## config.mk

```make
export PLATFORM = sky130hd
export DESIGN_NAME = adc_front
export DESIGN_NICKNAME = d
export VERILOG_FILES = /design/src/uberclock_pkg.sv /design/src/adc_front.sv
export SDC_FILE = /design/constraint.sdc
export NUM_CORES = 1
export LEC_CHECK = 0
export BUFFER_PORTS_ARGS = -buffer_cell sky130_fd_sc_hd__buf_2
export CAP_MARGIN = 10
export CORE_AREA = 2 2 39 41
export CTS_CLUSTER_DIAMETER = 200
export DETAILED_ROUTE_END_ITERATION = 10
export DIE_AREA = 0 0 41 43
export GPL_TIMING_DRIVEN = 1
export PLACE_DENSITY_LB_ADDON = 0.3
export SLEW_MARGIN = 5
export SYNTH_ARGS = -nofsm -noshare
export SYNTH_HDL_FRONTEND = slang
export SYNTH_SLANG_ARGS = --single-unit
```

## constraint.sdc

```tcl
create_clock -name sys_clk -period 2.65 [get_ports sys_clk]
set_clock_uncertainty 0.2 [all_clocks]
set_input_delay 0.795 -clock sys_clk [delete_from_list [all_inputs] [get_ports sys_clk]]
set_output_delay 0.795 -clock sys_clk [all_outputs]
set_load 0.02 [all_outputs]
```

## src/uberclock_pkg.sv

```systemverilog
`default_nettype none

package uberclock_pkg;

    // ------------------------------------------------------------
    // widths and counts
    // ------------------------------------------------------------
    // rx/tx channel pairs
    localparam int NUM_CH     = 5;
    // raw adc sample
    localparam int ADC_W      = 12;
    // decimated and upsampler words
    localparam int IQ_W       = 16;
    // dac and summed system output
    localparam int DAC_W      = 14;
    // unsigned channel gain, unity at 2^GAIN_SHIFT
    localparam int GAIN_W     = 32;
    localparam int GAIN_SHIFT = 30;
    // final round/shift amount, 0..7
    localparam int SHIFT_W    = 3;

    // ------------------------------------------------------------
    // sample and settings types
    // ------------------------------------------------------------
    // one complex sample
    typedef struct packed {
        logic signed [IQ_W-1:0] x;
        logic signed [IQ_W-1:0] y;
    } iq_t;

    // receive path input, code 1 used to be the nco
    typedef enum logic [1:0] {
        IN_ADC      = 2'd0,
        IN_ZERO     = 2'd1,
        IN_FEEDBACK = 2'd2
    } in_sel_e;

    // upsampler feed, code 2 used to be the cpu tone
    typedef enum logic [1:0] {
        UP_GAINED = 2'd0,
        UP_CPU    = 2'd1,
        UP_ZERO   = 2'd2
    } up_sel_e;

    // dac source code, meaning depends on the dac channel
    typedef enum logic [1:0] {
        DAC_CODE0 = 2'd0,
        DAC_CODE1 = 2'd1,
        DAC_CODE2 = 2'd2,
        DAC_CODE3 = 2'd3
    } dac_sel_e;

    // cpu settings word, 11 bits
    typedef struct packed {
        in_sel_e              in_sel;
        up_sel_e              up_sel;
        dac_sel_e             dac1_sel;
        dac_sel_e             dac2_sel;
        logic [SHIFT_W-1:0]   final_shift;
    } backend_cfg_t;

endpackage

`default_nettype wire

```

## src/adc_front.sv

```systemverilog
`timescale 1ns/1ps
`default_nettype none

module adc_front import uberclock_pkg::*; (
    input  wire logic                    sys_clk,
    input  wire logic                    rst,
    input  wire logic [ADC_W-1:0]        i_adc_data,
    input  in_sel_e                      i_in_sel,
    input  wire logic signed [DAC_W-1:0] i_system_out,
    output logic signed [ADC_W-1:0]      o_rx_input
);

    logic signed [ADC_W-1:0] adc_q;

    // ------------------------------------------------------------
    // offset binary to two's complement
    // ------------------------------------------------------------
    // flipping the msb recentres mid-scale on zero
    always_ff @(posedge sys_clk or posedge rst) begin
        if (rst) begin
            adc_q <= '0;
        end else begin
            adc_q <= {~i_adc_data[ADC_W-1], i_adc_data[ADC_W-2:0]};
        end
    end

    // receive input select, combinational
    // feedback keeps the top bits of the 14-bit sum, sign intact
    always_comb begin
        case (i_in_sel)
            IN_ADC:  o_rx_input = adc_q;
            IN_ZERO: o_rx_input = '0;
            default: o_rx_input = i_system_out[DAC_W-1 -: ADC_W];
        endcase
    end

endmodule

`default_nettype wire

```

### Word level (Yosys, flattened, before mapping)

Cells that the tools add are included.

* equal/unequal tests: 1
* muxes and demuxes: 1
* bitwise logic cells: 1
* reductions and logical operators: 1

Operators with widths (count)
* $pmux 12 s2: 1
* $eq 2x1->1 const B: 1
* $logic_not 2->1: 1
* $not 1->1: 1

* register bits after elaboration: 12
* output and inout bits: 12
* word-level logic and storage cells: 5

### Logic depth before layout (Yosys ltp)

* word-level depth: 2
* depth in mapped cells: 3

### Least setup slack after synthesis

Ideal clock, no wire load.

* kind: input to output
* from: input i_in_sel[0]
* to: output o_rx_input[0]
* data arrival time: 1.298 ns
* setup slack: 0.357 ns
* stages: 3
* path buffers: 1
* cells stage by stage: nor2_2 -> buf_6 -> a22o_1

* cells in the longest elaborated chain, start to end: 2
* elaborated cells on any way between the ends: 3
* classes of those cells: 1 x eq/ne; 1 x mux; 1 x reduce/logical

Ends and longest elaborated chain
* start, declared: RTL line adc_front.sv:8 `input in_sel_e i_in_sel,`
* $eq 2x1->1 or $logic_not 2->1 (tied branches): RTL line adc_front.sv:30 `case (i_in_sel)`
* $pmux 12 s2 *: RTL line adc_front.sv:30
* end, declared: RTL line adc_front.sv:10 `output logic signed [ADC_W-1:0] o_rx_input`

Every way passes the cells marked *; elsewhere a longest branch is shown, timed or not.

### Worst setup path in the final report

* from: input i_in_sel[1]
* to: output o_rx_input[10]

The elaborated chain is that of the path after synthesis.

==> flow_metrics.env <==
export IMPL_status="complete, no violations"
export IMPL_hpwl_um=693.3
export IMPL_crit_path_frequent_cell="buf_2"
export IMPL_io_buffers=39
export IMPL_reg_largest_list="adc_q x12"
export IMPL_p_per_area_mw_per_mm2=551.0
export IMPL_max_stage_delay_ns=0.21
export IMPL_cts_tree="built"
export IMPL_setup_viol=0
export IMPL_slew_violations=0
export IMPL_regArea_um2=300.3
export IMPL_vias_per_cell=4.299
export IMPL_routed_wirelength_um=876
export IMPL_slowest_stage="a22o_2"
export IMPL_drc=0
export IMPL_final_area_um2=674.4
export IMPL_yosysSeqAreaShare_pct=68.57
export IMPL_path_clk_slew_ns=0.06
export IMPL_largest_register="adc_q"
export IMPL_synth_nets=59
export IMPL_layout_drive_gt1_share_pct=66.20
export IMPL_tightest_slew_ns=0.4280
export IMPL_max_freq_mhz=397.2
export IMPL_yosys_cell_types_count=7
export IMPL_synthesis_area_um2=437.9
export IMPL_maxCapViolations=0
export IMPL_fillers=132
export IMPL_start_util_pct=31.65
export IMPL_ys_ff_latch=12
export IMPL_grt_max_degree=13
export IMPL_grt_pass1_vias=319
export IMPL_ys_warn_count=0
export IMPL_syn_inst=29
export IMPL_routedWlPerCell_um=10.07
export IMPL_multi_input_area_um2=113.9
export IMPL_die_h_um=43
export IMPL_core_mm2=0.001384
export IMPL_diodes=0
export IMPL_crit_chain="buf_2, nor2_2, buf_4, a22o_2, buf_2"
export IMPL_p_leak_nw=0.3805
export IMPL_cts_setup_buffers=0
export IMPL_placed_cell_area_um2=651.9
export IMPL_io_pins=42
export IMPL_grt_antenna_before_repair=0
export IMPL_grt_use_total_pct=10.43
export IMPL_cp_end_kind="primary output"
export IMPL_nets=103
export IMPL_hold_ws_ns=0.3195
export IMPL_hold_buffers=0
export IMPL_cts_buffers=3
export IMPL_cts_resized_gates=0
export IMPL_syn_avg_cell_area_um2=15.10
export IMPL_chipWidth_um=41
export IMPL_critical_path_startpoint_type="input port"
export IMPL_worstPathRequired_ns=1.66
export IMPL_rsz0062_at_grt="no"
export IMPL_min_period_over_period_pct=95.00
export IMPL_globalRoute_totalOverflow=0
export IMPL_die_area_mm2=0.001763
export IMPL_largest_reg_flops=12
export IMPL_place_congestion=0.7030
export IMPL_cts_htree_levels=1
export IMPL_fin_setup_tns_ns=0
export IMPL_clock_path_buffers=2
export IMPL_hold_viol_final=0
export IMPL_fin_cells=87
export IMPL_criticalPathCategory="in -> out"
export IMPL_arrival_ns=1.52
export IMPL_grt_pass1_wl_mm=1.200
export IMPL_period_minus_slack_ns=2.517
export IMPL_area_growth_pct=54.00
export IMPL_crit_fanout=12
export IMPL_drtPass1Iterations=4
export IMPL_drtIter0Drc=3
export IMPL_hold_class="in -> async"
export IMPL_ant_nets=0
export IMPL_vias=374
export IMPL_post_place_cells=84
export IMPL_num_rows=14
export IMPL_root_buffer="clkbuf_4"
export IMPL_power_w=0.0003716
export IMPL_cts_sinks=12
export IMPL_ir_worst_vdd_mv=0.2694
export IMPL_maxSlewHeadroom_pct=71.44
## cell usage after synthesis
library cell | count | area, µm²
buf_6 | 1 | 11.26
inv_1 | 2 | 7.510
a22o_2 | 2 | 20.02
buf_2 | 1 | 5.000
a22o_1 | 10 | 87.58
dfrtp_1 | 12 | 300.3
nor2_2 | 1 | 6.260
## critical path: cells and delay by family
| kind | cells | cell delay [ns] |
|---|---|---|
| buffers and inverters | 3 | 0.48 |
| and+or+nand+nor | 1 | 0.04 |
| AOI/OAI and AO/OA | 1 | 0.21 |
## where the power goes
| part | switching [W] | internal, W |
|---|---|---|
| registers | 0.00000230 | 0.000192 |
| clock network | 0.0000499 | 0.0000523 |
| logic | 0.0000390 | 0.0000357 |
| total | 0.0000912 | 0.000280 |
## final cells by class
cell class              instances  area share, %
clock buffers                   3          3.340
inverters                       2          1.113
flip-flops and latches         12          44.53
repair buffers                 41          31.17
multi-input cells              13          16.88
well taps                      16          2.968
## final timing paths
path                       cells after the start                 end     startpoint
max in group asynchronous                      2  adc_q[0]$_DFF_PP0_            rst
min                                            2  adc_q[2]$_DFF_PP0_            rst
max                                            5      o_rx_input[10]    i_in_sel[1]
min in group sys_clk                           1  adc_q[3]$_DFF_PP0_  i_adc_data[3]
## cell families after synthesis
| family | Yosys count | synth area share [%] |
|---|---|---|
| buffers and inverters | 4 | 5.428 |
| and+or+nand+nor | 1 | 1.429 |
| DFF | 12 | 68.57 |
| AOI/OAI and AO/OA | 12 | 24.57 |
## cell usage in the layout (no fill, tap or decap), drive strengths merged
| master | count |
|---|---|
| buf | 41 |
| dfrtp | 12 |
| a22o | 12 |
| clkbuf | 3 |
| inv | 2 |
| nor2 | 1 |
## metrics by stage
step | utilization (%) | setup WS [ns]
after global placement | 47.11 | 0.1337
after detailed placement | 47.11 | 0.1377
after floorplan | - | 0.3570
after global routing | 48.73 | 0.09333
after CTS | 48.73 | 0.1326
final | 48.73 | 0.1325
## routing by layer
layer / GRT usage, % / vias up / part of all wire, %
met3: 4.712 / 0 / 11
li1: - / 191 / -
met1: 13.31 / 159 / 38
met4: 4.000 / 0 / 0
met2: 15.00 / 24 / 51
met5: 0 / - / 0
Note: power is estimated with default switching activity, not from simulation.
