==> src/uberclock_pkg.sv <==
`default_nettype none

package uberclock_pkg;

    // ------------------------------------------------------------
    // widths and counts
    // ------------------------------------------------------------
    // rx/tx channel pairs
    localparam int NUM_CH     = 5;
    // raw adc sample
    localparam int ADC_W      = 12;
    // decimated and upsampler words
    localparam int IQ_W       = 16;
    // dac and summed system output
    localparam int DAC_W      = 14;
    // unsigned channel gain, unity at 2^GAIN_SHIFT
    localparam int GAIN_W     = 32;
    localparam int GAIN_SHIFT = 30;
    // final round/shift amount, 0..7
    localparam int SHIFT_W    = 3;

    // ------------------------------------------------------------
    // sample and settings types
    // ------------------------------------------------------------
    // one complex sample
    typedef struct packed {
        logic signed [IQ_W-1:0] x;
        logic signed [IQ_W-1:0] y;
    } iq_t;

    // receive path input, code 1 used to be the nco
    typedef enum logic [1:0] {
        IN_ADC      = 2'd0,
        IN_ZERO     = 2'd1,
        IN_FEEDBACK = 2'd2
    } in_sel_e;

    // upsampler feed, code 2 used to be the cpu tone
    typedef enum logic [1:0] {
        UP_GAINED = 2'd0,
        UP_CPU    = 2'd1,
        UP_ZERO   = 2'd2
    } up_sel_e;

    // dac source code, meaning depends on the dac channel
    typedef enum logic [1:0] {
        DAC_CODE0 = 2'd0,
        DAC_CODE1 = 2'd1,
        DAC_CODE2 = 2'd2,
        DAC_CODE3 = 2'd3
    } dac_sel_e;

    // cpu settings word, 11 bits
    typedef struct packed {
        in_sel_e              in_sel;
        up_sel_e              up_sel;
        dac_sel_e             dac1_sel;
        dac_sel_e             dac2_sel;
        logic [SHIFT_W-1:0]   final_shift;
    } backend_cfg_t;

endpackage

`default_nettype wire

==> src/dac_formatter.sv <==
`timescale 1ns/1ps
`default_nettype none

module dac_formatter import uberclock_pkg::*; (
    input  wire logic                    sys_clk,
    input  wire logic                    rst,
    input  dac_sel_e                     i_dac1_sel,
    input  dac_sel_e                     i_dac2_sel,
    input  iq_t                          i_rx_iq [NUM_CH],
    input  wire logic signed [IQ_W-1:0]  i_tx_ch1,
    input  wire logic signed [DAC_W-1:0] i_system_out,
    output logic [DAC_W-1:0]             o_dac1,
    output logic [DAC_W-1:0]             o_dac2
);

    // mid-scale, two's complement to offset binary
    localparam logic [DAC_W-1:0] DAC_MID = DAC_W'(2**(DAC_W-1));

    logic [DAC_W-1:0] dac1_src;
    logic [DAC_W-1:0] dac2_src;

    // ------------------------------------------------------------
    // source selection
    // ------------------------------------------------------------
    // 16-bit words lose their low two bits
    always_comb begin
        case (i_dac1_sel)
            DAC_CODE0: dac1_src = i_rx_iq[0].y[IQ_W-1 -: DAC_W];
            DAC_CODE1: dac1_src = i_rx_iq[4].y[IQ_W-1 -: DAC_W];
            // nco slot, now silent
            DAC_CODE2: dac1_src = '0;
            default:   dac1_src = i_system_out;
        endcase
    end

    always_comb begin
        case (i_dac2_sel)
            DAC_CODE0: dac2_src = i_rx_iq[1].y[IQ_W-1 -: DAC_W];
            DAC_CODE1: dac2_src = i_rx_iq[2].y[IQ_W-1 -: DAC_W];
            DAC_CODE2: dac2_src = i_rx_iq[3].y[IQ_W-1 -: DAC_W];
            // tx channel 1 output
            default:   dac2_src = i_tx_ch1[IQ_W-1 -: DAC_W];
        endcase
    end

    // offset binary output registers, wrap mod 2^14
    always_ff @(posedge sys_clk or posedge rst) begin
        if (rst) begin
            o_dac1 <= '0;
            o_dac2 <= '0;
        end else begin
            o_dac1 <= dac1_src + DAC_MID;
            o_dac2 <= dac2_src + DAC_MID;
        end
    end

endmodule

`default_nettype wire

==> config.mk <==
export PLATFORM = sky130hd
export DESIGN_NAME = dac_formatter
export DESIGN_NICKNAME = d
export VERILOG_FILES = /design/src/uberclock_pkg.sv /design/src/dac_formatter.sv
export SDC_FILE = /design/constraint.sdc
export NUM_CORES = 1
export LEC_CHECK = 0
export BUFFER_PORTS_ARGS = -buffer_cell sky130_fd_sc_hd__buf_2
export CAP_MARGIN = 30
export CORE_AREA = 2 2 87 89
export CTS_CLUSTER_DIAMETER = 120
export DETAILED_ROUTE_END_ITERATION = 10
export DIE_AREA = 0 0 89 91
export GPL_TIMING_DRIVEN = 0
export HOLD_SLACK_MARGIN = 0.03
export PLACE_DENSITY = 0.61
export SYNTH_ARGS = -nofsm -noshare
export SYNTH_HDL_FRONTEND = slang
export SYNTH_SLANG_ARGS = --single-unit
==> constraint.sdc <==
create_clock -name sys_clk -period 0.81 [get_ports sys_clk]
set_clock_uncertainty 0.1 [all_clocks]
set_input_delay 0.162 -clock sys_clk [delete_from_list [all_inputs] [get_ports sys_clk]]
set_output_delay 0.162 -clock sys_clk [all_outputs]
set_load 0.005 [all_outputs]
After elaboration in Yosys (flattened, before gate mapping)
Index checks and enable logic that the tools add are counted.
Storage, ports and cells
  bits in registers: 28
  input bits: 196
  word-level logic and storage cells: 12
  output and inout port bits: 28
Operators by class
  eq/ne operators: 4
  $add $sub $neg: 2
  reductions and logical operators: 2
  muxes and demuxes: 2
Operators with widths (number)
  $pmux 14 s3: 2
  $add 14x14->14 const B: 2
  $eq 2x1->1 const B: 2
  $eq 2x2->1 const B: 2
  $logic_not 2->1: 2

Depth between registers and ports, before layout
  depth after elaboration: 3
  mapped depth: 4
  gate-level depth less buffers: 2

Least setup slack after synthesis
Ideal clock, no wire load.
  kind: input to register
  start: in i_dac2_sel[0]
  end: reg o_dac2[0]
  data required time: 0.571 ns
  data arrival time: 0.877 ns
  setup slack: -0.306 ns
  library setup time: 0.139 ns
  cell stages on the path: 3
  buffers on the path: 2
  cell sequence: buf_6 > buf_12 > mux4_2
On the way
  word-level cells in the longest chain between the ends: 3
  elaborated cells on any way between the ends: 5
  those cells by class: 1 x add/sub; 2 x eq/ne; 1 x mux; 1 x reduce/logical
Ends and longest elaborated chain
  start, declared: line dac_formatter.sv:8  | input dac_sel_e i_dac2_sel,
  $eq 2x2->1 (tied with other cells): line dac_formatter.sv:37  | case (i_dac2_sel)
  $pmux 14 s3 *: line dac_formatter.sv:37
  named net dac2_src[0]: line dac_formatter.sv:20  | logic [DAC_W-1:0] dac2_src;
  $add 14x14->14 *: line dac_formatter.sv:53  | o_dac2 <= dac2_src + DAC_MID;
  end signal, assigned: line dac_formatter.sv:53
  end, declared: line dac_formatter.sv:13  | output logic [DAC_W-1:0] o_dac2
Mark *: on every way through the listed nets, which the timed path passes. The rest lies on a longest branch.

Final worst setup path
  start: reg o_dac1[10]
  end: out o_dac1[10]
RTL lines
  start, declared: line dac_formatter.sv:12  | output logic [DAC_W-1:0] o_dac1,
  start signal, assigned: line dac_formatter.sv:52  | o_dac1 <= dac1_src + DAC_MID;
No word-level cell between the ends.

==> results.cfg <==
[global_routing]
antenna_found_initial = 1
grt_max_degree = 29
grt_overflow = 0
grt_pass1_vias = 1346
grt_util_all_layers_pct = 10.45
grt_pass1_wl_mm = 6.403

[yosys]
muxShareOfSynthArea_pct = 36.78
yosys.area.top_type = dfrtp_1
synth_xor_xnor_area_share_pct = 0
syn_area_per_cell_um2 = 17.86
yosysTopAreaCellShare_pct = 49.04
yosysSeqAreaShare_pct = 49.04
ys_top_cells_by_area = dfrtp_1 49%, mux4_2 16%, mux2_4 11%
ys_ff_latch = 28
synth_top_family_by_area = multiplexers
synth_nets = 276
synthSimpleGateAreaFrac_pct = 0.2627
syn-instance-count = 80
syn_area_um2 = 1429
synthAdderAreaFrac_pct = 0
synth-compound-area-share_pct = 8.494
yosys_warnings = 0
yosys.cell_types.count = 14

[die]
placementRows = 31
start_util_pct = 20.02
fp.coreArea_um2 = 7137
num_io_pins = 224
die_h_um = 91
fp.dieW_um = 89
dieArea_um2 = 8099

[sta]
fmax_mhz = 960.2
fin_crit_ps = 1041
period_share_pct = 128.6
rsz0062_at_grt = true
fin_ws_ps = -231.5
report.final.slew_viol_count = 0
holdWs_ps = -147.0
max_slew_margin_pct = 58.79
tightest_slew_ps = 616.8
setup_viol = 46
hold_violations = 30
fin_tns_setup_ps = -6288

[worst_setup_path]
worstPathArrival_ps = 780
crit_chain = buf_2
slowest_delay_ps = 380
cp_max_fo = 1
worstPathRequired_ps = 550
crit_buf_inv = 1
cp_slowest_cell = dfrtp_1
setup.worst_path.class = reg -> out
path_delay_family = flip-flops
end_kind = output pin
start_kind = flop

[detailed_routing]
wl_met2_mm = 2.054
wl_met3_um = 598
met1_length_mm = 1.815
wire_per_inst_um = 14.25
via_count = 1261
top_layer_used = met4
via_per_inst = 3.991
first_pass_iters = 4
drt_iter0_drc = 24
drt-total-wl_mm = 4.504
ant_nets = 0
drc = 0

[clock_tree]
path_clk_slew_ps = 100
tritoncts = yes
htree_num_levels = 1
cts_sinks = 28
cts-root-buf = clkbuf_8
cts_made_buffers = 3
ctsLongestPathBuffers = 2

[outcome]
status = finished with violations
violations = negative hold slack, negative setup slack

[run]
cap_violations = 0

[finish]
n_antenna_cell = 0
syn2layout_area_growth_pct = 68.83
seq_area_um2 = 700.7
nFillCells = 761
utilization_pct = 33.80
drive_gt1_share_pct = 78.80
multiInputGateArea_um2 = 678.2
final_nets = 414

[power]
power_density_nw_per_um2 = 1470
ir_worst_vdd_uv = 498.1
p_leak_nw = 1.262

[hold_path]
hold_class = in -> async

[place]
portBuffers = 129
pre_cts_slack_ps = -392.5
gp_congestion = 0.7099
-- final timing paths --
path	cells past startpoint	slack, ps	end	start
setup / recovery	1	-230	o_dac1[10]	o_dac1[10]$_DFF_PP0_
hold / removal	2	-150	o_dac2[8]$_DFF_PP0_	rst
max in group asynchronous	2	410	o_dac1[6]$_DFF_PP0_	rst
min in group sys_clk	2	-30	o_dac1[13]$_DFF_PP0_	i_rx_iq[143]
-- layout make-up --
class | count | area share (%)
Timing Repair Buffer | 133 | 29.98
Clock buffer | 3 | 1.712
Multi-Input combinational cell | 43 | 28.11
Buffer | 7 | 4.305
Clock inverter | 1 | 1.245
Tap cell | 99 | 5.135
Inverter | 2 | 0.4668
Sequential cell | 28 | 29.05
-- cells in the mapped netlist, drive strengths merged --
cell and count:
clkbuf 1, buf 6, mux4 14, a22o 13, inv 2, nor2 1, dfrtp 28, a22oi 1
mux2 14
-- flip-flops by register name, summed over array words and instances, names as in the netlist --
register	flops
o_dac1	14
o_dac2	14
-- routing by layer --
| metal | vias to the layer above | GRT usage (%) |
|---|---|---|
| li1 | 593 | - |
| met1 | 584 | 12.73 |
| met2 | 82 | 17.04 |
| met3 | 2 | 4.455 |
| met4 | 0 | 2.363 |
| met5 | - | 0 |
-- where the power goes --
group	switching [mW]	internal, mW
Sequential	0.0279	1.52
Combinational	0.319	0.573
Clock	0.443	0.662
Total	0.790	2.76
-- cell usage in the layout (no fill, tap or decap) --
cell type,instances
a22oi_2,1
dfrtp_1,28
bufinv_16,1
buf_16,2
clkinvlp_4,1
mux4_2,10
clkbuf_2,1
buf_12,4
inv_1,1
buf_4,2
buf_2,129
buf_8,1
clkbuf_8,3
nor2_4,1
mux4_1,4
a22o_1,13
mux2_4,14
buf_6,1
-- kinds of logic (layout without fill, tap and decap cells) --
kind of cell / Yosys count / in the layout
multiplexers: 28 / 28
buffers and inverters: 9 / 146
flip-flops: 28 / 28
AO/OA/AOI/OAI: 14 / 14
AND/OR/NAND/NOR: 1 / 1
-- per-stage QoR --
step / std cells / instance area (µm²) / total power, mW
2_1_floorplan: 80 / 1459 / 1.978
3_3_place_gp: 308 / 2228 / 2.408
3_5_place_dp: 308 / 2228 / 2.418
4_1_cts: 316 / 2412 / 3.609
5_1_grt: 316 / 2412 / 3.732
6_report: 316 / 2412 / 3.547
-- repair_timing --
action,in CTS,in global routing
buffers inserted,2,0
cloned,2,0
endpoints found under the hold margin,40,37
gates resized for setup,13,0
setup endpoints to repair,49,46
pin swaps,1,0
(Power assumes the default switching activity.)
