[src/uberclock_pkg.sv]
`default_nettype none

package uberclock_pkg;

    // ------------------------------------------------------------
    // widths and counts
    // ------------------------------------------------------------
    // rx/tx channel pairs
    localparam int NUM_CH     = 5;
    // raw adc sample
    localparam int ADC_W      = 12;
    // decimated and upsampler words
    localparam int IQ_W       = 16;
    // dac and summed system output
    localparam int DAC_W      = 14;
    // unsigned channel gain, unity at 2^GAIN_SHIFT
    localparam int GAIN_W     = 32;
    localparam int GAIN_SHIFT = 30;
    // final round/shift amount, 0..7
    localparam int SHIFT_W    = 3;

    // ------------------------------------------------------------
    // sample and settings types
    // ------------------------------------------------------------
    // one complex sample
    typedef struct packed {
        logic signed [IQ_W-1:0] x;
        logic signed [IQ_W-1:0] y;
    } iq_t;

    // receive path input, code 1 used to be the nco
    typedef enum logic [1:0] {
        IN_ADC      = 2'd0,
        IN_ZERO     = 2'd1,
        IN_FEEDBACK = 2'd2
    } in_sel_e;

    // upsampler feed, code 2 used to be the cpu tone
    typedef enum logic [1:0] {
        UP_GAINED = 2'd0,
        UP_CPU    = 2'd1,
        UP_ZERO   = 2'd2
    } up_sel_e;

    // dac source code, meaning depends on the dac channel
    typedef enum logic [1:0] {
        DAC_CODE0 = 2'd0,
        DAC_CODE1 = 2'd1,
        DAC_CODE2 = 2'd2,
        DAC_CODE3 = 2'd3
    } dac_sel_e;

    // cpu settings word, 11 bits
    typedef struct packed {
        in_sel_e              in_sel;
        up_sel_e              up_sel;
        dac_sel_e             dac1_sel;
        dac_sel_e             dac2_sel;
        logic [SHIFT_W-1:0]   final_shift;
    } backend_cfg_t;

endpackage

`default_nettype wire

[src/tx_combiner.sv]
`timescale 1ns/1ps
`default_nettype none

module tx_combiner import uberclock_pkg::*; #(
    parameter int N_CH = 5
) (
    input  wire logic                   sys_clk,
    input  wire logic                   rst,
    input  wire logic [SHIFT_W-1:0]     i_final_shift,
    input  wire logic signed [IQ_W-1:0] i_tx_out [N_CH],
    output logic signed [DAC_W-1:0]     o_system_out
);

    // 16 -> 17 -> 18 -> 19 bits over the three levels
    localparam int SUM_W   = IQ_W + 3;
    localparam int SAT_MAX = 2**(DAC_W-1) - 1;
    localparam int SAT_MIN = -(2**(DAC_W-1));

    logic signed [IQ_W:0]    sum_1;
    logic signed [IQ_W:0]    sum_2;
    logic signed [IQ_W:0]    sum_3;
    logic signed [IQ_W+1:0]  sum_4;
    logic signed [IQ_W+1:0]  sum_5;
    logic signed [SUM_W-1:0] sum_final;
    logic signed [SUM_W-1:0] half;
    logic signed [SUM_W-1:0] sum_rnd;
    logic signed [SUM_W-1:0] sum_shf;

    // ------------------------------------------------------------
    // adder tree, three register levels
    // ------------------------------------------------------------
    always_ff @(posedge sys_clk or posedge rst) begin
        if (rst) begin
            sum_1     <= '0;
            sum_2     <= '0;
            sum_3     <= '0;
            sum_4     <= '0;
            sum_5     <= '0;
            sum_final <= '0;
        end else begin
            // level 1, pairs 1+2 and 3+4
            sum_1     <= i_tx_out[0] + i_tx_out[1];
            sum_2     <= i_tx_out[2] + i_tx_out[3];
            // last channel rides along
            sum_3     <= i_tx_out[N_CH-1];
            // level 2
            sum_4     <= sum_1 + sum_2;
            sum_5     <= sum_3;
            // level 3
            sum_final <= sum_4 + sum_5;
        end
    end

    // ------------------------------------------------------------
    // round, shift, saturate
    // ------------------------------------------------------------
    // half an output lsb, only meaningful for a nonzero shift
    assign half    = SUM_W'(1) << (i_final_shift - 1'b1);
    assign sum_rnd = sum_final + half;

    always_comb begin
        if (i_final_shift == '0) begin
            sum_shf = sum_final;
        end else begin
            sum_shf = sum_rnd >>> i_final_shift;
        end
    end

    // clamp to -8192..8191
    always_comb begin
        if (sum_shf > SAT_MAX) begin
            o_system_out = DAC_W'(SAT_MAX);
        end else if (sum_shf < SAT_MIN) begin
            o_system_out = DAC_W'(SAT_MIN);
        end else begin
            o_system_out = sum_shf[DAC_W-1:0];
        end
    end

endmodule

`default_nettype wire

[config.mk]
export PLATFORM = sky130hd
export DESIGN_NAME = tx_combiner
export DESIGN_NICKNAME = d
export VERILOG_FILES = /design/src/uberclock_pkg.sv /design/src/tx_combiner.sv
export SDC_FILE = /design/constraint.sdc
export NUM_CORES = 1
export LEC_CHECK = 0
export ABC_AREA = 1
export BUFFER_PORTS_ARGS = -buffer_cell sky130_fd_sc_hd__buf_2
export CORE_MARGIN = 4
export CORE_UTILIZATION = 55
export CTS_CLUSTER_DIAMETER = 50
export DETAILED_ROUTE_END_ITERATION = 12
export GPL_TIMING_DRIVEN = 0
export PLACE_DENSITY = 0.86
export SKIP_LAST_GASP = 1
export SYNTH_ARGS = -nofsm -noshare
export SYNTH_HDL_FRONTEND = slang
export SYNTH_SLANG_ARGS = --single-unit
[constraint.sdc]
create_clock -name sys_clk -period 9.4 [get_ports sys_clk]
set_clock_uncertainty 0.2 [all_clocks]
set_input_delay 0.94 -clock sys_clk [delete_from_list [all_inputs] [get_ports sys_clk]]
set_output_delay 0.94 -clock sys_clk [all_outputs]
set_load 0.005 [all_outputs]
Yosys cells after proc, flatten, opt, wreduce, memory -nomap -nowiden
Cells that the tools add are included.
{ "op_classes": {"addsub": 6, "n_mux": 3, "order_cmp": 2, "n_reduce_logical": 1, "n_shift": 2} }
{ "ops": {"columns": ["cell", "n"], "rows": [
  ["$add 16x16->17", 2],
  ["$mux 14", 2],
  ["$add 18x16->19", 1],
  ["$add 19x19->19", 1],
  ["$gt 19x14->1 const B", 1],
  ["$lt 19x14->1 const B", 1],
  ["$mux 19", 1],
  ["$shl 1x3->19 const A", 1],
  ["$sshr 19x3->19", 1],
  ["$add 17x17->18", 1],
  ["$logic_not 3->1", 1],
  ["$sub 3x1->3 const B", 1]
]} }
{ "totals": {"input_bits": 85, "output_inout_bits": 14, "wordCells": 20, "reg_bits": 103} }

Longest topological paths before layout
{ "logic_depth": {"word_depth": 8, "depth_mapped": 29} }

Worst setup path after synthesis
Ideal clock, no wire load.
{ "synth_timing": {"path_type": "input port to output port", "start": "input i_final_shift[0]", "end": "output o_system_out[5]", "arrival_ps": 3846, "path_stages": 29, "path_slack_ps": 4414, "cell_sequence": "buf_2 clkinv_1 clkbuf_1 nor2_1 inv_1 nor2_1 ha_1 inv_1 fa_1 inv_1 nand2_1 nand2_1 nand3_2 nand2_4 nand3_2 nand2_1 nand2_2 nand2_2 nand2_1 nand2_1 nand3_1 nand2_1 nand2_1 nor2_1 nand2_1 nand2_2 buf_6 nand2_1 nand2_1"} }
{ "synth_via": {"elab_chain_len": 8, "word_cells_on_any_way": 10} }
{ "synth_lines": {"columns": ["element", "line", "rtl"], "rows": [
  ["from (decl)", "tx_combiner.sv:9", "input wire logic [SHIFT_W-1:0] i_final_shift,"],
  ["$sub 3x1->3", "tx_combiner.sv:58", "assign half = SUM_W'(1) << (i_final_shift - 1'b1);"],
  ["$shl 1x3->19", "tx_combiner.sv:58", null],
  ["$add 19x19->19", "tx_combiner.sv:59", "assign sum_rnd = sum_final + half;"],
  ["$sshr 19x3->19", "tx_combiner.sv:65", "sum_shf = sum_rnd >>> i_final_shift;"],
  ["$mux 19 *", "tx_combiner.sv:62", "if (i_final_shift == '0) begin"],
  ["$lt 19x14->1", "tx_combiner.sv:73", "end else if (sum_shf < SAT_MIN) begin"],
  ["$mux 14", "tx_combiner.sv:73", null],
  ["$mux 14 *", "tx_combiner.sv:71", "if (sum_shf > SAT_MAX) begin"],
  ["to (decl)", "tx_combiner.sv:11", "output logic signed [DAC_W-1:0] o_system_out"]
]} }
Mark *: on every way between the ends. The rest lies on a longest branch, timed or not.

Worst setup path in the final report
{ "layout_timing": {"start": "input i_final_shift[2]", "end": "output o_system_out[9]"} }
The elaborated chain is that of the path after synthesis.

==> impl_metrics.json <==
{
  "postPlaceCellArea_um2": 7970,
  "critical_path_required_ns": 8.26,
  "clockBufferDepth": 2,
  "track_usage_pct": 22.9,
  "htreeDepth": 3,
  "worstPathMaxFanout": 11,
  "synth_xor_area_share_pct": 8.47,
  "cp-start-kind": "primary input",
  "worst_pin_slew_ns": 0.628,
  "synth_nets": 1078,
  "cts_hold_buffers": 0,
  "clock-sinks": 103,
  "cts_tree": "yes",
  "fin_ws_ns": 3.60,
  "whs_ns": 0.143,
  "post-route-min-period_ns": 5.80,
  "clk_pin_slew_worst_paths_ns": 0.07,
  "met1_usage_pct": 26.8,
  "slew_viol_final": 0,
  "synth_top_family_by_area": "simple AND/OR/NAND/NOR gates",
  "syn_to_final_growth_pct": 14.3,
  "core_um2": 12800,
  "first_global_vias": 6401,
  "post_cts_resized": 0,
  "outcome": "finished clean",
  "crit_path_end_kind": "output pin",
  "synth_warnings": 0,
  "grt_antenna_before_repair": 0,
  "ys.flop_type": "dfrtp_1",
  "die-area_um2": 15100,
  "power_density_nw_per_um2": 249,
  "io_buffers": 97,
  "p_total_mw": 2.07,
  "met2_usage_pct": 42.6,
  "synth-simple-area-share_pct": 20.8,
  "start_util_pct": 56.7,
  "final_cell_mix": "204 x nand2_1, 114 x inv_1, 103 x dfrtp_1",
  "cellLeakagePower_nw": 4.31,
  "clk_latency_ns": 0.34,
  "numCtsBuffers": 9,
  "die_y_um": 123,
  "synthMuxAreaShare_pct": 0.138,
  "synth_compound_area_share_pct": 13.0,
  "dp.cells": 1180,
  "avgSynthCellArea_um2": 7.96,
  "pre_cts_ws_ns": 3.59,
  "hold_violations": 0,
  "synthArstFlopShare_pct": 100,
  "finish.utilization_pct": 64.8,
  "finalWirelength_mm": 16.2,
  "drive_gt1_share_pct": 13.9,
  "layout_commonest_cell": "nand2_1",
  "ys_ff_latch": 103,
  "drc": 0,
  "gr-max-usage-layer": "met2",
  "fmax_ghz": 0.172,
  "grt_max_degree": 63,
  "final_nets": 1187,
  "num_antenna_cells": 0,
  "netlist_area_um2": 7240,
  "overflow": 0,
  "cap_violations": 0,
  "yosysUniqueCellTypes": 46,
  "clockRootBuffer": "clkbuf_16",
  "die_w_um": 123,
  "via_per_inst": 5.28,
  "irDropWorstVdd_mv": 0.113,
  "drt_iter0_markers": 309,
  "io_pins": 99,
  "final_cells": 1196,
  "finalWeightedCongestion": 0.894,
  "vias": 6313,
  "maxSlewHeadroom_pct": 58.0,
  "fin_area_um2": 8280,
  "grt_pass1_wl_mm": 27.9,
  "cts_setup_buffers": 0,
  "seq_area_frac_synth_pct": 35.6,
  "netlist_instances": 910,
  "rows": 41,
  "finalSetupTns_ns": 0,
  "synth-edff-count": 0,
  "hp-class": "reg -> reg",
  "period_share_pct": 61.7,
  "drtPass1Iterations": 5,
  "place_hpwl_mm": 12.8,
  "arrival_ns": 4.66,
  "path_class": "in -> out",
  "wl_per_cell_um": 13.6,
  "setup_violations": 0,
  "synthAdderAreaFrac_pct": 14.9,
  "rsz0062_at_grt": "false",
  "use_met3_pct": 2.63,
  "ant_nets": 0
}
[critical path: stages]
cell      delay, ns
buf_2          0.11
buf_2          0.18
inv_1          0.08
clkbuf_1       0.42
ha_1           0.29
inv_1          0.05
nor2_1         0.11
ha_1           0.25
inv_1          0.08
fa_1           0.40
inv_1          0.09
nand2_1        0.05
nand2_1        0.10
nand3_2        0.10
nand2_4        0.13
nand4_1        0.10
nand2_2        0.11
nand2_2        0.05
nand2_1        0.07
nand2_1        0.06
nand3_1        0.08
nand2_1        0.07
nor2_1         0.11
nand4_1        0.09
nand2_1        0.17
buf_4          0.19
nand2_1        0.06
buf_2          0.12
[power by group]
| group | internal [mW] | leakage (nW) | switching, mW |
|---|---|---|---|
| registers | 0.566 | 1.20 | 0.0799 |
| logic | 0.409 | 2.95 | 0.636 |
| clock network | 0.215 | 0.149 | 0.160 |
[state kept, by name, summed over array words and instances, names as in the netlist]
register   cells
sum_final     19
sum_4         18
sum_2         17
sum_3         16
sum_1         17
sum_5         16
[cells in the mapped netlist (2+ instances only)]
master,instances,area (µm²)
nand3_2,4,40.0
fa_1,5,100
o21ai_1,3,15.0
o21ai_0,49,245
a21oi_1,73,365
ha_1,78,976
nand2_1,204,766
nand2_2,5,31.3
nand4_1,8,50.1
o22ai_1,6,37.5
o31ai_1,4,30.0
nand3_1,53,265
nand3b_1,2,15.0
nor3_1,15,75.1
inv_1,115,432
xnor2_1,23,201
o211ai_1,8,60.1
or2_2,4,25.0
inv_2,4,15.0
clkbuf_1,6,22.5
nor2_1,52,195
dfrtp_1,103,2580
xor2_1,47,412
a31oi_1,7,43.8
clkinv_1,3,11.3
a21o_1,4,30.0
o21bai_1,3,22.5
buf_2,3,15.0
a21boi_0,2,15.0
[final timing paths]
| kind | from | end | slack (ns) | depth (start not counted) |
|---|---|---|---|---|
| max in group asynchronous | rst | sum_3[14] | 7.90 | 3 |
| setup reg to reg | sum_4[0] | sum_final[14] | 6.51 | 12 |
| hold reg to reg | sum_3[9] | sum_5[9] | 0.14 | 0 |
| setup / recovery | i_final_shift[2] | o_system_out[9] | 3.60 | 28 |
| hold / removal | sum_3[9] | sum_5[9] | 0.14 | 0 |
| min in group asynchronous | rst | sum_1[12] | 0.45 | 2 |
[area by class of cell]
class / count / area (µm²)
fillers: 1073 / 4490
flip-flops and latches: 103 / 2580
multi-input cells: 674 / 4150
clock buffers: 10 / 239
clock inverters: 6 / 68.8
repair buffers: 98 / 513
well taps: 172 / 215
plain buffers: 11 / 56.3
inverters: 122 / 460
[routing by layer]
metal / routed length [µm] / share of wire (%)
met5: 0 / 0
met4: 454 / 2.8
met3: 704 / 4.3
met2: 8360 / 51
met1: 6720 / 41
[cell families after synthesis]
logic type,Yosys count
xor+xnor,70
simple gates,352
flops,103
mux,1
buf+inv,133
compound gates,168
fa+ha+maj,83
(Power assumes the default switching activity.)
