$ cat src/uberclock_pkg.sv
`default_nettype none

package uberclock_pkg;

    // ------------------------------------------------------------
    // widths and counts
    // ------------------------------------------------------------
    // rx/tx channel pairs
    localparam int NUM_CH     = 5;
    // raw adc sample
    localparam int ADC_W      = 12;
    // decimated and upsampler words
    localparam int IQ_W       = 16;
    // dac and summed system output
    localparam int DAC_W      = 14;
    // unsigned channel gain, unity at 2^GAIN_SHIFT
    localparam int GAIN_W     = 32;
    localparam int GAIN_SHIFT = 30;
    // final round/shift amount, 0..7
    localparam int SHIFT_W    = 3;

    // ------------------------------------------------------------
    // sample and settings types
    // ------------------------------------------------------------
    // one complex sample
    typedef struct packed {
        logic signed [IQ_W-1:0] x;
        logic signed [IQ_W-1:0] y;
    } iq_t;

    // receive path input, code 1 used to be the nco
    typedef enum logic [1:0] {
        IN_ADC      = 2'd0,
        IN_ZERO     = 2'd1,
        IN_FEEDBACK = 2'd2
    } in_sel_e;

    // upsampler feed, code 2 used to be the cpu tone
    typedef enum logic [1:0] {
        UP_GAINED = 2'd0,
        UP_CPU    = 2'd1,
        UP_ZERO   = 2'd2
    } up_sel_e;

    // dac source code, meaning depends on the dac channel
    typedef enum logic [1:0] {
        DAC_CODE0 = 2'd0,
        DAC_CODE1 = 2'd1,
        DAC_CODE2 = 2'd2,
        DAC_CODE3 = 2'd3
    } dac_sel_e;

    // cpu settings word, 11 bits
    typedef struct packed {
        in_sel_e              in_sel;
        up_sel_e              up_sel;
        dac_sel_e             dac1_sel;
        dac_sel_e             dac2_sel;
        logic [SHIFT_W-1:0]   final_shift;
    } backend_cfg_t;

endpackage

`default_nettype wire

$ cat src/path_control.sv
`timescale 1ns/1ps
`default_nettype none

module path_control import uberclock_pkg::*; (
    input  wire logic   sys_clk,
    input  wire logic   rst,
    input  wire logic   i_ce_down,
    input  backend_cfg_t i_cfg,
    output backend_cfg_t o_cfg
);

    // ------------------------------------------------------------
    // active settings
    // ------------------------------------------------------------
    // captured only on the decimated strobe so every mux
    // switches on a sample boundary of the decimated streams
    always_ff @(posedge sys_clk or posedge rst) begin
        if (rst) begin
            // adc input, gained feed, dac code 0, no shift
            o_cfg <= '0;
        end else if (i_ce_down) begin
            o_cfg <= i_cfg;
        end
    end

endmodule

`default_nettype wire

$ cat config.mk
export PLATFORM = sky130hd
export DESIGN_NAME = path_control
export DESIGN_NICKNAME = d
export VERILOG_FILES = /design/src/uberclock_pkg.sv /design/src/path_control.sv
export SDC_FILE = /design/constraint.sdc
export NUM_CORES = 1
export LEC_CHECK = 0
export BUFFER_PORTS_ARGS = -buffer_cell sky130_fd_sc_hd__clkbuf_2
export CORE_UTILIZATION = 25
export CTS_BUF_LIST = sky130_fd_sc_hd__clkbuf_2 sky130_fd_sc_hd__clkbuf_4 sky130_fd_sc_hd__clkbuf_8
export DETAILED_ROUTE_END_ITERATION = 8
export SLEW_MARGIN = 40
export SYNTH_ARGS = -nofsm -noshare
export SYNTH_HDL_FRONTEND = slang
export SYNTH_SLANG_ARGS = --single-unit
export TNS_END_PERCENT = 5
$ cat constraint.sdc
create_clock -name sys_clk -period 0.82 [get_ports sys_clk]
set_input_delay 0.164 -clock sys_clk [delete_from_list [all_inputs] [get_ports sys_clk]]
set_output_delay 0.164 -clock sys_clk [all_outputs]
set_load 0.05 [all_outputs]
# Word-level counts from Yosys, hierarchy flattened
# Cells that the tools add are included.
totals:
  reg_bits: 11
  output_inout_bits: 11
  elab_cells: 5

# Depth between registers and ports, before layout
# Gate-level depths: netlist of the first run.
depth:
  depth_word: 0
  mapped_depth: 2

# Worst setup path before layout of the first run
# No wires, ideal clock.
synth_timing:
  kind: "reg2reg"
  start: "reg o_cfg[0] (netlist name)"
  end: "reg o_cfg[0] (netlist name)"
  arrival_time_ns: 0.869
  required_time_ns: 0.695
  setup_slack_ns: -0.174
  path_stages_with_launch: 2
  n_path_buf: 0
  period_less_slack_ns: 0.994
  cell_sequence: "dfrtp_1 mux2_4"
synth_rtl:
  columns: ["element", "line_no", "source"]
  rows:
  - ["end signal: assignment", "path_control.sv:22", "o_cfg <= i_cfg;"]
  - ["end: declaration", "path_control.sv:9", "output backend_cfg_t o_cfg"]

# Worst setup path after layout of the first run
layout_timing:
  start: "reg o_cfg[2] (netlist name)"
  end: "out o_cfg[2] (netlist name)"
# No word-level cell between the ends.

==> results of run 1 <==
cell usage after synthesis:
cell type  count
mux2_4        10
buf_6          1
mux2_2         1
dfrtp_1       11
inv_1          1
final timing paths:
check | to | slack (ns) | cells after the start
worst max-delay path | o_cfg[2] | -0.19 | 1
worst min-delay path | o_cfg[10]$_DFFE_PP0P_ | 0.12 | 2
worst max register to register | o_cfg[2]$_DFFE_PP0P_ | 0.02 | 1
worst min register to register | o_cfg[9]$_DFFE_PP0P_ | 0.55 | 1
max in group asynchronous | o_cfg[4]$_DFFE_PP0P_ | 0.26 | 3
min in group asynchronous | o_cfg[0]$_DFFE_PP0P_ | 0.37 | 3
stage by stage:
stage | cell area (um2) | setup TNS, ns
global route | 778.2 | -2.408
global placement | 624.3 | -0.2933
detailed placement | 624.3 | -0.3719
floorplan | 465.4 | -0.9770
CTS | 760.7 | -2.332
finish | 778.2 | -1.996
cell type report:
cell class              count  area [um2]  share of cell area
repair buffers             26       260.3              0.3344
clock buffers               4       30.03             0.03859
multi-input cells          11       161.4              0.2074
flip-flops and latches     11       289.0              0.3714
inverters                   1       7.507            0.009646
well taps                  24       30.03             0.03859
where the power goes:
part	switching [W]	leakage [nW]	total, W	internal [W]
Sequential	0.0000514	0.118	0.000659	0.000607
Clock	0.000181	0.0184	0.000402	0.000221
Combinational	0.000267	0.235	0.000525	0.000258
metal layers:
layer	routed length, um	up-vias	share of wire
met1	379	156	0.45
met4	0	0	0
met5	0	-	0
met2	401	16	0.48
met3	60	0	0.071
li1	-	140	-
what timing repair did:
| action | 4_1_cts | 5_1_grt |
|---|---|---|
| hold endpoints to repair | 11 | 0 |
| setup buffers | 0 | 0 |
| setup endpoints to repair | 11 | 22 |
| hold buffers | 1 | 0 |
| resized for setup | 22 | 12 |
| cloned | 0 | 0 |
logic make-up (layout without fill, tap and decap cells):
| kind of cell | after synthesis | after routing | share of synthesized area |
|---|---|---|---|
| buffers and inverters | 2 | 31 | 0.03323 |
| flip-flops | 11 | 11 | 0.6094 |
| multiplexers | 11 | 11 | 0.3573 |
==> summary.md, run 1 <==
| Metric | Value |
|---|---|
| Status | complete, but fails checks |
| Failing checks | setup timing |
| Clk root buf | clkbuf_4 |
| Initial DRC Count | 4 |
| Buf/Inv on CP | 1 |
| CP Class | reg2out |
| Hold Slack | 0.1246 ns |
| Peak supply drop | 0.0008983 V |
| Worst Path Required | 0.66 ns |
| Final cell count without fillers | 77 |
| Post-route ant nets | 0 |
| Worst-path maximum fanout | 2 |
| Total power | 0.001586 W |
| Global-route layer with the greatest usage | met2 |
| Clock transition at path regs | 0.07 ns |
| Largest reg by FF count | o_cfg |
| Post-route minimum period | 1.006 ns |
| Leak Pwr | 0.3713 nW |
| Post-route worst setup slack | -0.1859 ns |
| Final net count | 68 |
| Synth unique cells | 5 |
| WP data arrival | 0.84 ns |
| Final Core Density | 0.4882 |
| Commonest cells after routing, fill and taps aside | clkbuf_2 (13), dfrtp_2 (11), buf_8 (11) |
| Dpl ws | -0.04044 ns |
| Share of the synthesized area in the top cell type | 0.6094 |
| Worst Setup SP | o_cfg[2]$_DFFE_PP0P_ |
| GPL Wtd Cong | 0.6230 |
| GRT Total Usage | 0.1065 |
| Max_slew headroom | 0.8368 |
| Num CTS Buffers | 3 |
| Clk_lat worst skew | 0.27 ns |
| Yosys top cell by area | dfrtp_1 |
| Initial Util | 0.2834 |
| Worst clock skew | 0 ns |
| Worst-path cell chain | buf_8 |
| Sequential cell area fraction in the yosys report | 0.6094 |
| Commonest non-fill, non-tap cell in the layout | clkbuf_2 |
| Drt drc | 0 |
| Setup violators final | 11 |
| YS warnings | 0 |
| Antenna violations before repair | 0 |
| Dominant cells by area after synthesis | dfrtp_1 (61%), mux2_4 (33%), buf_6 (2.5%) |
| Ports | 25 |
| Placed cells | 72 |
| Antenna diode count | 0 |
| Crit end category | output pin |
| Mapped Nets | 38 |
| Share of cells above drive strength 1 | 0.9811 |
| First-pass GRT wire length | 1435 um |
| Core Region | 1594 um2 |
| Layout area overhead | 72.30% |
| Critical Path Source Type | flop |
| Fmax | 994.1 MHz |
| P per Cell Area | 2038 nW/um2 |
| Mean Syn Cell Area | 18.82 um2 |
| Port bufs | 24 |
| CTS tree | built |
| CP peak stage delay | 0.42 ns |
| DIE WIDTH | 44.51 um |
| Routed wire length per instance | 10.92 um |
| Fin. Hold Viols | 0 |
| CP max stage cell | dfrtp_2 |
| Met3 Use GR | 0.04898 |
| Largest regs | o_cfg x11 |
| Vias in the first global route | 341 |
| Slew Viols, Final | 0 |
| GRT overflow | 0 |
| Final Cycle Share | 1.227 |
| Pre-antenna DRT Iters | 3 |
| Vias | 312 |
| Delay-heaviest family, CP | flip-flops |
| Hold Path Class | in2reg |
| Max reg flops | 11 |
| Hold Crit Start | i_cfg[10] |
| RSZ-0062 raised after global routing | yes |
| Largest net degree at the start of global routing | 12 |
| Post-synthesis cell count | 24 |
| Row count | 14 |
| R2R Path Start | o_cfg[2]$_DFFE_PP0P_ |
| Synth Register Bits | 11 |
| M2 GR Usage | 0.1618 |
| CTS H-tree lvls | 1 |
| Number of clock sinks | 11 |
| DP Wirelength | 609.1 um |
| Max-cap check violation count | 0 |
| Die area | 1981 um2 |
| Synthesized area | 451.7 um2 |
| Die span in y | 44.51 um |
| Max Root-Sink Buffers | 2 |
| Via density | 4.052 |
| Least-Margin Pin Slew | 0.2442 ns |
| Fillcell total | 141 |
| Met1 usage | 0.1256 |
| WL final | 841 um |
Power figures use the tool's default switching activity.
==> run 2: changes to the inputs <==
--- a/config.mk
+++ b/config.mk
@@ -9,8 +9,9 @@
 export CORE_UTILIZATION = 25
 export CTS_BUF_LIST = sky130_fd_sc_hd__clkbuf_2 sky130_fd_sc_hd__clkbuf_4 sky130_fd_sc_hd__clkbuf_8
 export DETAILED_ROUTE_END_ITERATION = 8
+export PLACE_DENSITY = 0.47
 export SLEW_MARGIN = 40
 export SYNTH_ARGS = -nofsm -noshare
 export SYNTH_HDL_FRONTEND = slang
 export SYNTH_SLANG_ARGS = --single-unit
-export TNS_END_PERCENT = 5
+export TNS_END_PERCENT = 20
==> summary.md, run 2 (synthesis results as in run 1) <==
| Metric | Value |
|---|---|
| Least-Margin Pin Slew | 0.4089 ns |
| Status | complete, but fails checks |
| Commonest non-fill, non-tap cell in the layout | clkbuf_2 |
| Via density | 3.949 |
| Crit end category | output pin |
| Clock transition at path regs | 0.07 ns |
| Sw Share | 0.3095 |
| Final net count | 69 |
| Critical Path Source Type | flop |
| Peak supply drop | 0.0009560 V |
| WP data arrival | 0.84 ns |
| Combinational power share | 0.333 |
| Antenna diode count | 0 |
| Placed cells | 73 |
| Fmax | 996.2 MHz |
| Row count | 14 |
| Reg power frac | 0.420 |
| Largest reg by FF count | o_cfg |
| DIE WIDTH | 44.51 um |
| Buf/Inv on CP | 1 |
| Vias | 308 |
| RSZ-0062 raised after global routing | yes |
| Leak Pwr | 0.3810 nW |
| Internal power | 0.001086 W |
| P per Cell Area | 2033 nW/um2 |
| First-pass GRT wire length | 1497 um |
| Final Cycle Share | 1.224 |
| Max Root-Sink Buffers | 2 |
| Routed wire length per instance | 11.26 um |
| Failing checks | setup timing |
| Drt drc | 0 |
| Post-CTS setup buffers | 0 |
| Num CTS Buffers | 3 |
| Final cell count without fillers | 78 |
| Max reg flops | 11 |
| WL final | 878 um |
| CTS H-tree lvls | 1 |
| Clk_lat worst skew | 0.26 ns |
| Post-route minimum period | 1.004 ns |
| Max-cap check violation count | 0 |
| Ports | 25 |
| Initial Util | 0.2834 |
| Vias in the first global route | 326 |
| Initial DRC Count | 0 |
| Slew Viols, Final | 0 |
| Hold Path Class | in2reg |
| Worst Path Required | 0.66 ns |
| CP peak stage delay | 0.42 ns |
| Commonest cells after routing, fill and taps aside | clkbuf_2 (13), mux2_4 (11), dfrtp_2 (11), buf_8 (11), clkbuf_4 (4) |
| Worst-path cell chain | buf_8 |
| Number of clock sinks | 11 |
| GRT overflow | 0 |
| Setup violators final | 11 |
| Core Region | 1594 um2 |
| R2R Setup Slk | 0.01 ns |
| Max_slew headroom | 0.7271 |
| Largest net degree at the start of global routing | 12 |
| Die span in y | 44.51 um |
| Antenna violations before repair | 0 |
| Worst-path maximum fanout | 2 |
| CP Class | reg2out |
| CP max stage cell | dfrtp_2 |
| Clk pwr share | 0.247 |
| Clk root buf | clkbuf_4 |
| GPL Wtd Cong | 0.6001 |
| Fin. Hold Viols | 0 |
| Dpl ws | -0.04447 ns |
| Largest regs | o_cfg x11 |
| Post-route worst setup slack | -0.1838 ns |
| Port bufs | 24 |
| GRT Total Usage | 0.1138 |
| Net load switching power | 0.0004866 W |
| Layout area overhead | 71.19% |
| Pre-antenna DRT Iters | 1 |
| Total power | 0.001572 W |
| Worst clock skew | 0 ns |
| Delay-heaviest family, CP | flip-flops |
| Share of cells above drive strength 1 | 0.9630 |
| CTS tree | built |
| Setup TNS | -1.943 ns |
| Die area | 1981 um2 |
| Post-route ant nets | 0 |
run 2: per-layer routing:
| metal | up-vias | global-route usage | share of wire |
|---|---|---|---|
| li1 | 140 | - | - |
| met1 | 154 | 0.1250 | 0.39 |
| met2 | 14 | 0.1765 | 0.55 |
| met3 | 0 | 0.04082 | 0.067 |
| met4 | 0 | 0.09091 | 0 |
| met5 | - | 0 | 0 |
run 2: repair_timing:
item,CTS,global route
gates resized for setup,22,12
endpoints found under the setup margin,11,11
hold buffers,1,0
pin swaps,0,0
hold endpoints to repair,11,0
run 2: area by class of cell:
cell class | instances | area [um2]
Clock buffer | 4 | 30.03
Timing Repair Buffer | 27 | 255.2
Inverter | 1 | 3.754
Fill cell | 148 | 820.8
Sequential cell | 11 | 289.0
Multi-Input combinational cell | 11 | 165.2
Tap cell | 24 | 30.03
run 2: power groups by stage:
stage                     logic (W)  registers (W)  clock network (W)
after floorplan            0.000109       0.000841                  0
after global placement     0.000405       0.000642                  0
after detailed placement   0.000409       0.000646                  0
after CTS                  0.000498       0.000645           0.000416
after global routing       0.000544       0.000667           0.000452
final                      0.000524       0.000660           0.000389
run 2: worst paths after layout:
| path | start | to | cells after the start |
|---|---|---|---|
| setup / recovery | o_cfg[4]$_DFFE_PP0P_ | o_cfg[4] | 1 |
| hold / removal | i_cfg[6] | o_cfg[6]$_DFFE_PP0P_ | 2 |
| setup reg to reg | o_cfg[4]$_DFFE_PP0P_ | o_cfg[4]$_DFFE_PP0P_ | 1 |
| hold reg to reg | o_cfg[3]$_DFFE_PP0P_ | o_cfg[3]$_DFFE_PP0P_ | 1 |
| max in group asynchronous | rst | o_cfg[10]$_DFFE_PP0P_ | 3 |
| min in group asynchronous | rst | o_cfg[4]$_DFFE_PP0P_ | 3 |
run 2: metrics by stage:
| stage | hold WS, ns | util | area (um2) |
|---|---|---|---|
| after floorplan | 0.01652 | - | 465.4 |
| final | 0.1291 | 0.4851 | 773.2 |
| after detailed placement | 0.1639 | 0.3885 | 619.3 |
| after CTS | 0.1167 | 0.4741 | 755.7 |
| after global routing | 0.1102 | 0.4851 | 773.2 |
| after global placement | 0.1451 | 0.3885 | 619.3 |
